--- config.mk ---
export PLATFORM = sky130hd
export DESIGN_NAME = soc_ctrl_top
export DESIGN_NICKNAME = d
export VERILOG_FILES = /design/src/design/soc_ctrl_pkg.sv /design/src/design/apb_reg_fsm.sv /design/src/design/pad_cfg_bank.sv /design/src/design/soc_ctrl_regfile.sv /design/src/design/soc_ctrl_top.sv
export VERILOG_INCLUDE_DIRS = /design/src /design/src/design
export SDC_FILE = /design/constraint.sdc
export NUM_CORES = 2
export LEC_CHECK = 0
export BUFFER_PORTS_ARGS = -buffer_cell sky130_fd_sc_hd__buf_4
export CAP_MARGIN = 15
export CORE_MARGIN = 2
export CORE_UTILIZATION = 35
export CTS_BUF_LIST = sky130_fd_sc_hd__clkbuf_16
export DETAILED_ROUTE_END_ITERATION = 8
export PLACE_DENSITY = 0.57
export SLEW_MARGIN = 5
export SYNTH_ARGS = -nofsm -noshare
export SYNTH_HDL_FRONTEND = slang
export SYNTH_SLANG_ARGS = --single-unit
export TNS_END_PERCENT = 5
--- constraint.sdc ---
create_clock -name HCLK -period 2.5 [get_ports HCLK]
set_clock_uncertainty 0.1 [all_clocks]
set_input_delay 0.125 -clock HCLK [delete_from_list [all_inputs] [get_ports HCLK]]
set_output_delay 0.125 -clock HCLK [all_outputs]
set_load 0.02 [all_outputs]
--- src/design/soc_ctrl_settings.svh ---
/* sizes, reset values and register offsets of the SoC control block */
`ifndef SOC_CTRL_SETTINGS_SVH
`define SOC_CTRL_SETTINGS_SVH

`define N_IO          64  // pad count
`define NBIT_PADCFG   6   // pull up/down, st, slew, drive strength
`define NBIT_PADMUX   2
`define IO_IDX_WIDTH  6
`define JTAG_REG_SIZE 8
`define NB_CORES      4
`define NB_CLUSTERS   1

`define FC_BOOT_RESET 32'h1A000080

`define REG_INFO               12'h000  // cores in 31:16, clusters in 15:0
`define REG_FCBOOT             12'h004
`define REG_FCFETCH            12'h008
`define REG_WCFGFUN            12'h060  // select pad and write its cfg/mux
`define REG_RCFGFUN            12'h064  // select pad for reading
`define REG_CLUSTER_CTRL       12'h070
`define REG_JTAGREG            12'h074
`define REG_CLUSTER_IRQ        12'h07C
`define REG_CLUSTER_BOOT_ADDR0 12'h080
`define REG_CLUSTER_BOOT_ADDR1 12'h084
`define REG_CORESTATUS         12'h0A0  // eoc in bit 31, status below
`define REG_CS_RO              12'h0C0
`define REG_BOOTSEL            12'h0C4

`define PADWIN_BASE_HI 2'b01  // addr 11:10 of the 0x400-0x7FC pad window
`define BAD_ADDR_DATA  32'hDEADBEEF
`define PAD_OOR_DATA   32'h0095BEEF
`endif

--- src/design/soc_ctrl_pkg.sv ---
/* bus and register request types, pad word layouts and pad bank ops */
`include "soc_ctrl_settings.svh"

package soc_ctrl_pkg;

  typedef logic [11:0] apb_addr_t;
  typedef logic [31:0] apb_data_t;

  typedef struct packed {
    logic      valid;
    logic      write;
    apb_addr_t addr;
    apb_data_t wdata;
  } reg_req_t;

  typedef struct packed {
    apb_data_t rdata;
    logic      err;
  } reg_rsp_t;

  typedef logic [`NBIT_PADCFG-1:0] pad_cfg_t;
  typedef logic [`NBIT_PADMUX-1:0] pad_mux_t;

  // layout of REG_WCFGFUN / REG_RCFGFUN
  typedef struct packed {
    logic [31-24-`NBIT_PADCFG:0]  rsv_hi;
    pad_cfg_t                     cfg;     // 24 and up
    logic [23-16-`NBIT_PADMUX:0]  rsv_mid;
    pad_mux_t                     mux;     // 16 and up
    logic [15-`IO_IDX_WIDTH:0]    rsv_lo;
    logic [`IO_IDX_WIDTH-1:0]     idx;
  } pad_sel_fmt_t;

  // layout of one word in the pad window
  typedef struct packed {
    logic [31-8-`NBIT_PADCFG:0] rsv_hi;
    pad_cfg_t                   cfg;  // 8 and up
    logic [7-`NBIT_PADMUX:0]    rsv_lo;
    pad_mux_t                   mux;
  } pad_win_fmt_t;

  typedef union packed {
    pad_sel_fmt_t sel;
    pad_win_fmt_t win;
  } pad_word_u;

  typedef enum logic [2:0] {NONE, SELECT, WRITE_SEL, WRITE_WIN, READ_WIN} pad_op_e;

  typedef struct packed {
    pad_op_e    op;
    logic [7:0] idx;   // window index, addr 9:2
    pad_word_u  word;
  } pad_req_t;

  typedef struct packed {
    logic rstn;
    logic fetch_enable;
    logic pow;
    logic byp;
  } cluster_ctrl_t;

endpackage

--- src/design/apb_reg_fsm.sv ---
/* APB slave FSM, one register request per transfer, registered response */
`timescale 1ns/10ps

module apb_reg_fsm (
  input  logic                    HCLK,
  input  logic                    HRESETn,
  input  soc_ctrl_pkg::apb_addr_t paddr_i,
  input  soc_ctrl_pkg::apb_data_t pwdata_i,
  input  logic                    pwrite_i,
  input  logic                    psel_i,
  input  logic                    penable_i,
  output soc_ctrl_pkg::apb_data_t prdata_o,
  output logic                    pready_o,
  output logic                    pslverr_o,
  output soc_ctrl_pkg::reg_req_t  req_o,
  input  soc_ctrl_pkg::reg_rsp_t  rsp_i
);

  typedef enum logic [1:0] {IDLE, READ, WRITE, WAIT} state_e;

  state_e state_q;
  logic   access;

  assign access = (state_q == READ) || (state_q == WRITE);

  // address and data are held by the master until pready
  always_comb begin
    req_o.valid = access;
    req_o.write = (state_q == WRITE);
    req_o.addr  = paddr_i;
    req_o.wdata = pwdata_i;
  end

  always_ff @(posedge HCLK or negedge HRESETn) begin
    if (!HRESETn) begin
      state_q   <= IDLE;
      prdata_o  <= '0;
      pready_o  <= 1'b0;
      pslverr_o <= 1'b0;
    end else begin
      case (state_q)
        IDLE: begin
          if (psel_i && penable_i) begin
            state_q <= pwrite_i ? WRITE : READ;
          end
        end

        READ, WRITE: begin
          pready_o  <= 1'b1;  // single cycle pulse
          pslverr_o <= rsp_i.err;
          if (state_q == READ) begin
            prdata_o <= rsp_i.rdata;
          end
          state_q <= WAIT;
        end

        // penable may still be high here, so no new access starts
        WAIT: begin
          pready_o  <= 1'b0;
          pslverr_o <= 1'b0;
          state_q   <= IDLE;
        end

        default: state_q <= IDLE;
      endcase
    end
  end

endmodule

--- src/design/pad_cfg_bank.sv ---
/* pad cfg and mux storage with selected-pad pointer, both write layouts */
`timescale 1ns/10ps
`include "soc_ctrl_settings.svh"

module pad_cfg_bank (
  input  logic                                HCLK,
  input  logic                                HRESETn,
  input  soc_ctrl_pkg::pad_req_t              req_i,
  output logic [`IO_IDX_WIDTH-1:0]            sel_idx_o,
  output soc_ctrl_pkg::pad_cfg_t              sel_cfg_o,
  output soc_ctrl_pkg::pad_mux_t              sel_mux_o,
  output soc_ctrl_pkg::pad_cfg_t              win_cfg_o,
  output soc_ctrl_pkg::pad_mux_t              win_mux_o,
  output soc_ctrl_pkg::pad_cfg_t [`N_IO-1:0]  pad_cfg_o,
  output soc_ctrl_pkg::pad_mux_t [`N_IO-1:0]  pad_mux_o
);

  import soc_ctrl_pkg::*;

  logic [`IO_IDX_WIDTH-1:0] sel_q;
  logic [`IO_IDX_WIDTH-1:0] win_idx;
  logic [`IO_IDX_WIDTH-1:0] fmt_idx;
  logic                     win_in_range;

  assign win_idx      = req_i.idx[`IO_IDX_WIDTH-1:0];
  assign fmt_idx      = req_i.word.sel.idx;
  assign win_in_range = (req_i.idx < `N_IO);

  always_ff @(posedge HCLK or negedge HRESETn) begin
    if (!HRESETn) begin
      sel_q     <= '0;
      pad_cfg_o <= '1;  // all pads start with every cfg bit set
      pad_mux_o <= '0;
    end else begin
      case (req_i.op)
        SELECT: sel_q <= fmt_idx;
        WRITE_SEL: begin
          sel_q              <= fmt_idx;
          pad_cfg_o[fmt_idx] <= req_i.word.sel.cfg;
          pad_mux_o[fmt_idx] <= req_i.word.sel.mux;
        end
        WRITE_WIN: begin
          if (win_in_range) begin  // out of range writes dropped
            sel_q              <= win_idx;
            pad_cfg_o[win_idx] <= req_i.word.win.cfg;
            pad_mux_o[win_idx] <= req_i.word.win.mux;
          end
        end
        READ_WIN: begin
          if (win_in_range) begin
            sel_q <= win_idx;
          end
        end
        default: ;
      endcase
    end
  end

  assign sel_idx_o = sel_q;
  assign sel_cfg_o = pad_cfg_o[sel_q];
  assign sel_mux_o = pad_mux_o[sel_q];
  assign win_cfg_o = pad_cfg_o[win_idx];  // regfile masks out of range
  assign win_mux_o = pad_mux_o[win_idx];

endmodule

--- src/design/soc_ctrl_regfile.sv ---
/* SoC control registers, address decode and read mux, jtag sync, bootsel */
`timescale 1ns/10ps
`include "soc_ctrl_settings.svh"

module soc_ctrl_regfile (
  input  logic                                HCLK,
  input  logic                                HRESETn,
  input  soc_ctrl_pkg::reg_req_t              req_i,
  output soc_ctrl_pkg::reg_rsp_t              rsp_o,
  input  logic                                bootsel_i,
  input  logic                                fc_fetch_en_valid_i,
  input  logic                                fc_fetch_en_i,
  input  logic [`JTAG_REG_SIZE-1:0]           soc_jtag_reg_i,
  output logic [`JTAG_REG_SIZE-1:0]           soc_jtag_reg_o,
  output logic [31:0]                         fc_bootaddr_o,
  output logic                                fc_fetchen_o,
  output soc_ctrl_pkg::cluster_ctrl_t         cluster_ctrl_o,
  output logic                                cluster_irq_o,
  output logic [63:0]                         cluster_boot_addr_o,
  output soc_ctrl_pkg::pad_cfg_t [`N_IO-1:0]  pad_cfg_o,
  output soc_ctrl_pkg::pad_mux_t [`N_IO-1:0]  pad_mux_o
);

  import soc_ctrl_pkg::*;

  logic [`JTAG_REG_SIZE-1:0] jtag_sync_q [2];
  logic                      bootsel_q;
  apb_data_t                 corestatus_q;
  logic                      wr_en;
  logic                      is_win;
  pad_req_t                  pad_req;
  pad_word_u                 rd_word;
  logic [`IO_IDX_WIDTH-1:0]  sel_idx;
  pad_cfg_t                  sel_cfg;
  pad_mux_t                  sel_mux;
  pad_cfg_t                  win_cfg;
  pad_mux_t                  win_mux;

  assign wr_en  = req_i.valid & req_i.write;
  assign is_win = (req_i.addr[11:10] == `PADWIN_BASE_HI);

  always_comb begin
    rsp_o       = '{rdata: '0, err: 1'b0};
    rd_word     = '0;
    pad_req.op  = NONE;
    pad_req.idx = req_i.addr[9:2];
    pad_req.word = req_i.wdata;
    if (is_win) begin
      pad_req.op = req_i.write ? WRITE_WIN : READ_WIN;
      rd_word.win.cfg = win_cfg;
      rd_word.win.mux = win_mux;
      rsp_o.rdata = (pad_req.idx < `N_IO) ? rd_word : `PAD_OOR_DATA;
    end else begin
      rd_word.sel.cfg = sel_cfg;  // both select registers read the pointed pad
      rd_word.sel.mux = sel_mux;
      rd_word.sel.idx = sel_idx;
      case (req_i.addr)
        `REG_INFO:    rsp_o.rdata = {16'(`NB_CORES), 16'(`NB_CLUSTERS)};
        `REG_FCBOOT:  rsp_o.rdata = fc_bootaddr_o;
        `REG_FCFETCH: rsp_o.rdata = {31'h0, fc_fetchen_o};
        `REG_WCFGFUN: begin
          pad_req.op  = WRITE_SEL;
          rsp_o.rdata = rd_word;
        end
        `REG_RCFGFUN: begin
          pad_req.op  = SELECT;
          rsp_o.rdata = rd_word;
        end
        `REG_CLUSTER_CTRL: rsp_o.rdata = {28'h0, cluster_ctrl_o};
        `REG_JTAGREG: begin
          rsp_o.rdata = {{(32 - 2 * `JTAG_REG_SIZE){1'b0}}, jtag_sync_q[1], soc_jtag_reg_o};
        end
        `REG_CLUSTER_IRQ:        rsp_o.rdata = {31'h0, cluster_irq_o};
        `REG_CLUSTER_BOOT_ADDR0: rsp_o.rdata = cluster_boot_addr_o[31:0];
        `REG_CLUSTER_BOOT_ADDR1: rsp_o.rdata = cluster_boot_addr_o[63:32];
        `REG_CORESTATUS:         rsp_o.rdata = corestatus_q;
        `REG_CS_RO:              rsp_o.rdata = corestatus_q;
        `REG_BOOTSEL:            rsp_o.rdata = {31'h0, bootsel_q};
        default: begin
          rsp_o.rdata = `BAD_ADDR_DATA;
          rsp_o.err   = 1'b1;
        end
      endcase
      // read-only registers refuse writes
      if (req_i.write && (req_i.addr == `REG_INFO || req_i.addr == `REG_CS_RO ||
                          req_i.addr == `REG_BOOTSEL)) begin
        rsp_o.err = 1'b1;
      end
    end
    if (!req_i.valid || (!req_i.write && pad_req.op != READ_WIN && pad_req.op != NONE)) begin
      pad_req.op = NONE;  // select ops only move on writes
    end
  end

  always_ff @(posedge HCLK or negedge HRESETn) begin
    if (!HRESETn) begin
      jtag_sync_q[0]      <= '0;
      jtag_sync_q[1]      <= '0;
      soc_jtag_reg_o      <= '0;
      fc_bootaddr_o       <= `FC_BOOT_RESET;
      fc_fetchen_o        <= 1'b0;  // fc idle until enabled
      cluster_ctrl_o      <= '{rstn: 1'b1, fetch_enable: 1'b0, pow: 1'b0, byp: 1'b1};
      cluster_irq_o       <= 1'b0;
      cluster_boot_addr_o <= '0;
      corestatus_q        <= '0;
    end else begin
      jtag_sync_q[0] <= soc_jtag_reg_i;
      jtag_sync_q[1] <= jtag_sync_q[0];
      if (wr_en && !is_win) begin
        case (req_i.addr)
          `REG_FCBOOT:             fc_bootaddr_o <= req_i.wdata;
          `REG_FCFETCH:            fc_fetchen_o <= req_i.wdata[0];
          `REG_CLUSTER_CTRL:       cluster_ctrl_o <= cluster_ctrl_t'(req_i.wdata[3:0]);
          `REG_JTAGREG:            soc_jtag_reg_o <= req_i.wdata[`JTAG_REG_SIZE-1:0];
          `REG_CLUSTER_IRQ:        cluster_irq_o <= req_i.wdata[0];
          `REG_CLUSTER_BOOT_ADDR0: cluster_boot_addr_o[31:0] <= req_i.wdata;
          `REG_CLUSTER_BOOT_ADDR1: cluster_boot_addr_o[63:32] <= req_i.wdata;
          `REG_CORESTATUS:         corestatus_q <= req_i.wdata;
          default: ;
        endcase
      end
      if (fc_fetch_en_valid_i) begin
        fc_fetchen_o <= fc_fetch_en_i;  // external pair wins over the bus
      end
    end
  end

  // boot select follows the pin while in reset, then holds
  always_ff @(posedge HCLK) begin
    if (!HRESETn) begin
      bootsel_q <= bootsel_i;
    end
  end

  pad_cfg_bank i_pad_bank (
    .HCLK      (HCLK),
    .HRESETn   (HRESETn),
    .req_i     (pad_req),
    .sel_idx_o (sel_idx),
    .sel_cfg_o (sel_cfg),
    .sel_mux_o (sel_mux),
    .win_cfg_o (win_cfg),
    .win_mux_o (win_mux),
    .pad_cfg_o (pad_cfg_o),
    .pad_mux_o (pad_mux_o)
  );

endmodule

--- src/design/soc_ctrl_top.sv ---
/* SoC control block top, APB FSM plus register file */
`timescale 1ns/10ps
`include "soc_ctrl_settings.svh"

module soc_ctrl_top (
  input  logic                                HCLK,
  input  logic                                HRESETn,
  input  soc_ctrl_pkg::apb_addr_t             paddr_i,
  input  soc_ctrl_pkg::apb_data_t             pwdata_i,
  input  logic                                pwrite_i,
  input  logic                                psel_i,
  input  logic                                penable_i,
  output soc_ctrl_pkg::apb_data_t             prdata_o,
  output logic                                pready_o,
  output logic                                pslverr_o,
  input  logic                                bootsel_i,
  input  logic                                fc_fetch_en_valid_i,
  input  logic                                fc_fetch_en_i,
  input  logic [`JTAG_REG_SIZE-1:0]           soc_jtag_reg_i,
  output logic [`JTAG_REG_SIZE-1:0]           soc_jtag_reg_o,
  output logic [31:0]                         fc_bootaddr_o,
  output logic                                fc_fetchen_o,
  output logic                                cluster_pow_o,
  output logic                                cluster_byp_o,
  output logic                                cluster_fetch_enable_o,
  output logic                                cluster_rstn_o,
  output logic                                cluster_irq_o,
  output logic [63:0]                         cluster_boot_addr_o,
  output soc_ctrl_pkg::pad_cfg_t [`N_IO-1:0]  pad_cfg_o,
  output soc_ctrl_pkg::pad_mux_t [`N_IO-1:0]  pad_mux_o
);

  import soc_ctrl_pkg::*;

  reg_req_t      req;
  reg_rsp_t      rsp;
  cluster_ctrl_t cluster_ctrl;

  apb_reg_fsm i_apb_fsm (
    .HCLK      (HCLK),
    .HRESETn   (HRESETn),
    .paddr_i   (paddr_i),
    .pwdata_i  (pwdata_i),
    .pwrite_i  (pwrite_i),
    .psel_i    (psel_i),
    .penable_i (penable_i),
    .prdata_o  (prdata_o),
    .pready_o  (pready_o),
    .pslverr_o (pslverr_o),
    .req_o     (req),
    .rsp_i     (rsp)
  );

  soc_ctrl_regfile i_regfile (
    .HCLK                (HCLK),
    .HRESETn             (HRESETn),
    .req_i               (req),
    .rsp_o               (rsp),
    .bootsel_i           (bootsel_i),
    .fc_fetch_en_valid_i (fc_fetch_en_valid_i),
    .fc_fetch_en_i       (fc_fetch_en_i),
    .soc_jtag_reg_i      (soc_jtag_reg_i),
    .soc_jtag_reg_o      (soc_jtag_reg_o),
    .fc_bootaddr_o       (fc_bootaddr_o),
    .fc_fetchen_o        (fc_fetchen_o),
    .cluster_ctrl_o      (cluster_ctrl),
    .cluster_irq_o       (cluster_irq_o),
    .cluster_boot_addr_o (cluster_boot_addr_o),
    .pad_cfg_o           (pad_cfg_o),
    .pad_mux_o           (pad_mux_o)
  );

  // cluster control bits out to the cluster
  assign cluster_rstn_o         = cluster_ctrl.rstn;
  assign cluster_fetch_enable_o = cluster_ctrl.fetch_enable;
  assign cluster_pow_o          = cluster_ctrl.pow;
  assign cluster_byp_o          = cluster_ctrl.byp;

endmodule

* Yosys cells after proc, flatten, opt, wreduce, memory -nomap -nowiden *
Index checks and enable logic that the tools add are counted.

word-level totals
  flip-flop bits (word level) = 713
  input port bits = 60
  output and inout port bits = 656
  word-level logic and storage cells = 261

cells by class
  order comparisons = 6
  equal/unequal tests = 24
  mux-type cells = 44
  bitwise gates (word level) = 1
  reductions and logical operators = 39

operator list
  operator                                                           count
  bitwise mux 384 bit                                                2
  one-hot mux 384 bit (2 select lines)                               1
  2-to-1 mux 384 bit                                                 1
  one-hot mux 32 bit (11 select lines)                               1
  bitwise mux 128 bit                                                2
  one-hot mux 128 bit (2 select lines)                               1
  2-to-1 mux 128 bit                                                 1
  binary-select mux 6 bit (select 6 bit)                             2
  demux 6 bit (select 6 bit)                                         2
  == test 12 x 7 -> 1 bit, second input constant                     5
  == test 12 x 8 -> 1 bit, second input constant                     5
  2-to-1 mux 32 bit                                                  1
  2-to-1 mux 6 bit                                                   5
  binary-select mux 2 bit (select 6 bit)                             2
  demux 2 bit (select 6 bit)                                         2
  2-to-1 mux 24 bit                                                  1
  AND reduction 2 bit                                                11
  less-than comparator 6 x 7 -> 1 bit, second input constant         3
  OR reduction 13 bit                                                1
  == test 12 x 3 -> 1 bit, second input constant                     1
  == test 12 x 4 -> 1 bit, second input constant                     1
  greater-or-equal comparator 6 x 1 -> 1 bit, second input constant  2
  logical NOT 12 bit                                                 1
  2-to-1 mux 2 bit                                                   6
  other kinds (23)                                                   54

* Depth between registers and ports, before layout *
  word-level depth = 12
  mapped depth = 11
  depth with buffers taken out = 8

* Cells and area by module *
From an unflattened synthesis, not the netlist that was laid out.

second synthesis, totals
  cells, all modules = 3536
  area, all modules = 43703.2 sq um

modules (own cells, without submodules)
  module            times used  cells an instance  area each (sq um)
  pad_cfg_bank      1           2804               34169.0
  soc_ctrl_regfile  1           597                7617.3
  apb_reg_fsm       1           135                1916.8

* Worst setup path after synthesis *
Ideal clock, no wire load.

  path type = register to register
  start = register i_apb_fsm.state_q[0]
  end = register i_regfile.i_pad_bank.pad_mux_o[52] (netlist name)
  library setup time = 0.128 ns
  arrival time = 2.262 ns
  required time = 2.272 ns
  setup slack = 0.010 ns
  cell stages (with the launch flop) = 9
  period minus slack after synthesis = 2.490 ns
  cell sequence = dfrtp_1 > inv_1 > ha_1 > nand2_1 > nor2_4 > nand2_1 > nor2_1 > o21ai_4 > mux2_1

between the ends
  cells in the longest elaborated chain, start to end = 11
  elaborated cells between the ends (all ways) = 19

ends and longest elaborated chain
  item                                                                                 line                                  RTL
  from (decl)                                                                          apb_reg_fsm.sv:21                     state_e state_q;
  from (signal assigned)                                                               apb_reg_fsm.sv:44                     state_q <= pwrite_i ? WRITE : READ;
  == test 2 bit                                                                        apb_reg_fsm.sv:24, apb_reg_fsm.sv:29
  2-to-1 mux 3 bit                                                                     soc_ctrl_regfile.sv:49                pad_req.op = req_i.write ? WRITE_WIN : READ_WIN;
  2-to-1 mux 3 bit                                                                     soc_ctrl_regfile.sv:48                if (is_win) begin
  inequality test 3 bit                                                                soc_ctrl_regfile.sv:90                if (!req_i.valid || (!req_i.write && pad_req.op != READ_WIN && pad_req.op != NONE)) begin
  logical AND 1 bit (2 in series)                                                      soc_ctrl_regfile.sv:90
  logical OR 1 bit                                                                     soc_ctrl_regfile.sv:90
  2-to-1 mux 3 bit (*)                                                                 soc_ctrl_regfile.sv:90
  == test 3 x 2 -> 1 bit                                                               pad_cfg_bank.sv:35                    case (req_i.op)
  inequality test 2 bit (no source line) / nonzero test 2 bit (equally long branches)  -
  AND reduction 2 bit (no source line)                                                 -
  to (signal, indexed assignment)                                                      pad_cfg_bank.sv:40                    pad_mux_o[fmt_idx] <= req_i.word.sel.mux;
  to (signal, indexed assignment)                                                      pad_cfg_bank.sv:46                    pad_mux_o[win_idx] <= req_i.word.win.mux;
  to (decl)                                                                            pad_cfg_bank.sv:15                    output soc_ctrl_pkg::pad_mux_t [`N_IO-1:0] pad_mux_o

Every way passes the cells marked *; elsewhere a longest branch is shown, timed or not.
A chain may end at the register's enable or synchronous reset.

* Worst setup path after layout *
  start = register i_regfile.i_pad_bank.sel_q[0], in the netlist i_regfile.i_pad_bank.sel_idx_o[0]
  end = register i_apb_fsm.prdata_o[17]

between the ends
  cells in the longest elaborated chain, start to end = 4

ends and longest elaborated chain
  item                                    line                    RTL
  from (decl)                             pad_cfg_bank.sv:20      logic [`IO_IDX_WIDTH-1:0] sel_q;
  from (signal assigned)                  pad_cfg_bank.sv:36      SELECT: sel_q <= fmt_idx;
  from (signal assigned)                  pad_cfg_bank.sv:38      sel_q <= fmt_idx;
  from (signal assigned)                  pad_cfg_bank.sv:44      sel_q <= win_idx;
  binary-select mux 2 bit (select 6 bit)  pad_cfg_bank.sv:61      assign sel_mux_o = pad_mux_o[sel_q];
  2-to-1 mux 2 bit (not written as such)  pad_cfg_bank.sv:61
  one-hot mux 32 bit (11 select lines)    soc_ctrl_regfile.sv:57  case (req_i.addr)
  2-to-1 mux 32 bit                       soc_ctrl_regfile.sv:48
  to (signal assigned)                    apb_reg_fsm.sv:52       prdata_o <= rsp_i.rdata;
  to (decl)                               apb_reg_fsm.sv:12       output soc_ctrl_pkg::apb_data_t prdata_o,

Every way passes these cells. The select of a mux whose other input is x is not followed.

==> results.yml <==
status:
  outcome: "finished with violations"
  violations_in_the_final_reports: "setup timing"
logic_synthesis:
  syn_nets: 3530
  synthesized_area_fraction_occupied_by_ao_oa_aoi_and_oai_cells: 0.2522
  count_of_unique_library_cells_instantiated_by_yosys: 87
  synth_xor_area_frac: 0.0002063
  synth_simple_gate_area_share: 0.05838
  synth-edff-count: 1
  synth_top_family_by_area: "compound AO/OA/AOI/OAI gates"
  seq_area_frac_synth: 0.4318
  ys_seq_elements: 713
  proportion_of_synthesized_flip_flops_having_asynchronous_set_or_reset: 0.9986
  syn_area_um2: 42460
  fraction_of_post_synthesis_cell_area_in_the_top_cell_type_by_area: 0.2414
  ys_top_cells_by_area: "dfstp_2, dfrtp_1, mux4_2, o2bb2ai_1, a22oi_1"
  synthAdderAreaFrac: 0.001473
  synthesis.area_per_instance_um2: 12.25
  yosys_warnings: 0
  synthCells: 3465
  synth_most_common_cell: "o2bb2ai_1"
  synthDominantAreaCellType: "dfstp_2"
  ys_dominant_reg_cell: "dfstp_2"
  synth.area.mux_share: 0.2174
  synth_common_cells: "o2bb2ai_1, a22oi_1, dfstp_2, dfrtp_1"
run:
  max_cap_violations: 0
floorplanning:
  num_rows: 127
  core_area_um2: 120100
  floorplan.die.height_um: 352.3
  floorplan.io_pins: 716
  die_area_um2: 124100
  die_w_um: 352.3
  initial_utilization: 0.3534
cells_and_area:
  post_route_cells_drive_above_1_share: 0.5400
  finish.utilization: 0.4995
  multiInputGateArea_um2: 22810
  syn_to_final_growth_pct: 41.32
  final.fill_count: 10950
  register_area_um2: 18340
  finish.instance_area_um2: 60000
  nNetsFinal: 4923
global_routing:
  total_overflow_reported_by_the_global_router: 0
  grt_first_pass_wirelength_mm: 347.4
  grt_antenna_before_repair: 19
  groute.usage.overall: 0.3933
  maximum_number_of_pins_on_one_net_before_global_route_repair: 69
  via_count_of_the_first_global_routing_pass: 41940
sta:
  max_slew_violation_total_from_the_final_report: 0
  finalWorstPathRequiredPeriod_ns: 2.747
  finalSetupViolCount: 66
  timing.slew.headroom: 0.3437
  rsz0062_at_grt: "yes"
  hold_slack_ns: 0.01898
  max_clock_freq_mhz: 364.0
  layout_setup_ws_ns: -0.2474
  finalHoldViolCount: 0
  worst_slew_pin_slew_ns: 0.9596
  timing.final.crit_share: 1.099
pwr:
  power.sequential.fraction: 0.345
  power-per-cell-area_nw_per_um2: 609.3
  netSwitchingFraction: 0.3488
  internal-power_uw: 23810
  power.switching_uw: 12750
  worst_supply_voltage_drop_on_vdd_mv: 0.6707
  clockPowerShare: 0.358
  p_leak_uw: 0.02445
  combinationalPowerShare: 0.298
placement:
  gp_congestion: 1.032
  place.detailed.hpwl_mm: 190.6
  placedInstanceArea_um2: 55980
  placement.io_buffers: 715
worst_setup_path:
  critical_path_rt_ns: 3.04
  cp-end-kind: "flip-flop"
  critPathSlowestCell: "dfrtp_4"
  worst-path-stages: 9
  crit_fanout: 7
  critical-path-max-stage-delay_ns: 0.53
  worst_r2r_path_depth: 9
  timing.critical_path.arrival_ns: 3.29
  critPathLaunchType: "flip-flop"
  timing_worst_setup_path_type: "flip-flop to flip-flop"
  worst_path_dominant_cell_family: "compound AO/OA/AOI/OAI gates"
  cp_num_buf_inv: 3
  cp_cell_sequence: "buf_12, buf_12, mux4_2, nand2_1, nand4_1, buf_6, nand4_1, a211oi_4, o22a_1"
hold_path:
  min_path_type: "input pin to flip-flop"
  min_delay_path_depth: 2
detailed_routing:
  final_antenna_net_count: 0
  route.vias.total: 43680
  remaining_drc_errors: 0
  route.final.wire_length_mm: 253.1
  route.detailed.wl_per_inst_um: 38.61
  vias_per_cell: 6.662
  drt_pass1_iterations: 6
  first_iter_violations: 6298
clock_network:
  cts-root-buf: "clkbuf_16"
  clock-sinks: 713
  clk_latency_ns: 0.70
  htreeDepth: 3
  cts_tree: "yes"
  clk_slew_on_worst_s_h_paths_ns: 0.06
  cts_max_path_buffers: 3
  cts-buffers-inserted: 87
==> layout by cell type (no fill, tap or decap), types with 9 or more instances in the layout <==
cell and count:
a221oi_1 11, buf_12 107, a221oi_2 9, diode_2 12, a2111oi_0 9, a211oi_1 23, a22oi_1 453, buf_4 1463
nand2b_1 15, inv_1 25, o21ai_4 50, dlygate4sd3_1 59, clkinv_2 15, o22ai_1 20, bufinv_16 10, a21oi_1 33
nand4_1 12, clkinv_1 21, nor2b_1 24, o21ai_0 43, nand2_1 116, clkbuf_16 89, o2bb2ai_1 476, mux2_1 108
mux2i_1 120, mux2_2 155, nor2_2 40, nor2_1 146, nor3_2 10, mux4_2 212, a31oi_1 10, buf_6 10
mux2_4 15, nand3_1 24, a22o_1 57, o21ai_1 13, dfstp_2 390, dfrtp_1 319, nor3_1 14
==> area by class of cell <==
cell class | instances | area share
Multi-Input combinational cell | 2405 | 0.3802
Sequential cell | 713 | 0.3057
Timing Repair Buffer | 1643 | 0.2318
Clock buffer | 88 | 0.03670
Tap cell | 1612 | 0.03362
Clock inverter | 76 | 0.01095
Inverter | 8 | 0.0005005
Antenna cell | 12 | 0.0005005
==> flip-flops by register name (all words and copies together) (netlist names), 2 cells and up <==
name                            count
i_apb_fsm.state_q                   2
i_regfile.i_pad_bank.sel_idx_o      6
i_regfile.jtag_sync_q              16
i_apb_fsm.prdata_o                 32
i_regfile.cluster_boot_addr_o      64
i_regfile.i_pad_bank.pad_mux_o    128
i_regfile.corestatus_q             32
i_regfile.cluster_ctrl_o            4
i_regfile.fc_bootaddr_o            32
i_regfile.i_pad_bank.pad_cfg_o    384
i_regfile.soc_jtag_reg_o            8
==> final timing paths <==
kind	from	to	slack [ns]
setup reg to reg	i_regfile.i_pad_bank.sel_idx_o[0]	i_apb_fsm.prdata_o[17]	-0.25
hold / removal	soc_jtag_reg_i[6]	i_regfile.jtag_sync_q[14]	0.02
max in group asynchronous	HRESETn	i_regfile.i_pad_bank.pad_cfg_o[29]	0.89
min in group asynchronous	HRESETn	i_regfile.i_pad_bank.pad_mux_o[20]	0.52
setup / recovery	i_regfile.i_pad_bank.sel_idx_o[0]	i_apb_fsm.prdata_o[17]	-0.25
hold reg to reg	i_regfile.jtag_sync_q[14]	i_regfile.jtag_sync_q[6]	0.25
==> per-stage QoR <==
stage	TNS [ns]	power, uW	setup WS, ns	instances
2_1_floorplan	0	17110	0.01018	3465
3_3_place_gp	-12.28	22500	-0.6126	6299
3_5_place_dp	-12.47	22540	-0.6287	6299
4_1_cts	-1.862	35900	-0.1736	6536
5_1_grt	-5.686	37270	-0.1966	6548
6_report	-2.287	36560	-0.2474	6557
==> repair_timing <==
| item | CTS | global route |
|---|---|---|
| gates cloned | 0 | 1 |
| setup endpoints to repair | 62 | 351 |
| hold buffers | 60 | 0 |
| setup buffers | 14 | 8 |
| endpoints found under the hold margin | 593 | 0 |
| resized for setup | 24 | 53 |
| pin swaps | 6 | 11 |
==> per-layer routing <==
layer	share of wire	GRT usage
met4	0.076	0.2324
met1	0.37	0.4982
met2	0.44	0.5978
met3	0.11	0.1119
met5	0.00032	0
==> logic make-up (layout without fill, tap and decap cells) <==
logic type | count (synthesis) | after routing
compound gates | 1296 | 1296
xor+xnor | 1 | 1
fa+ha+maj | 5 | 5
buf+inv | 347 | 1815
flops | 713 | 713
mux | 617 | 617
other cells | 0 | 12
simple gates | 486 | 486
==> power groups by stage <==
stage	combinational [uW]	clock, uW	sequential (uW)
floorplan	4180	0	12900
global placement	9760	0	12700
detailed placement	9790	0	12800
CTS	10200	13100	12600
global route	11100	13600	12600
finish	10900	13100	12600
(Power assumes the default switching activity.)
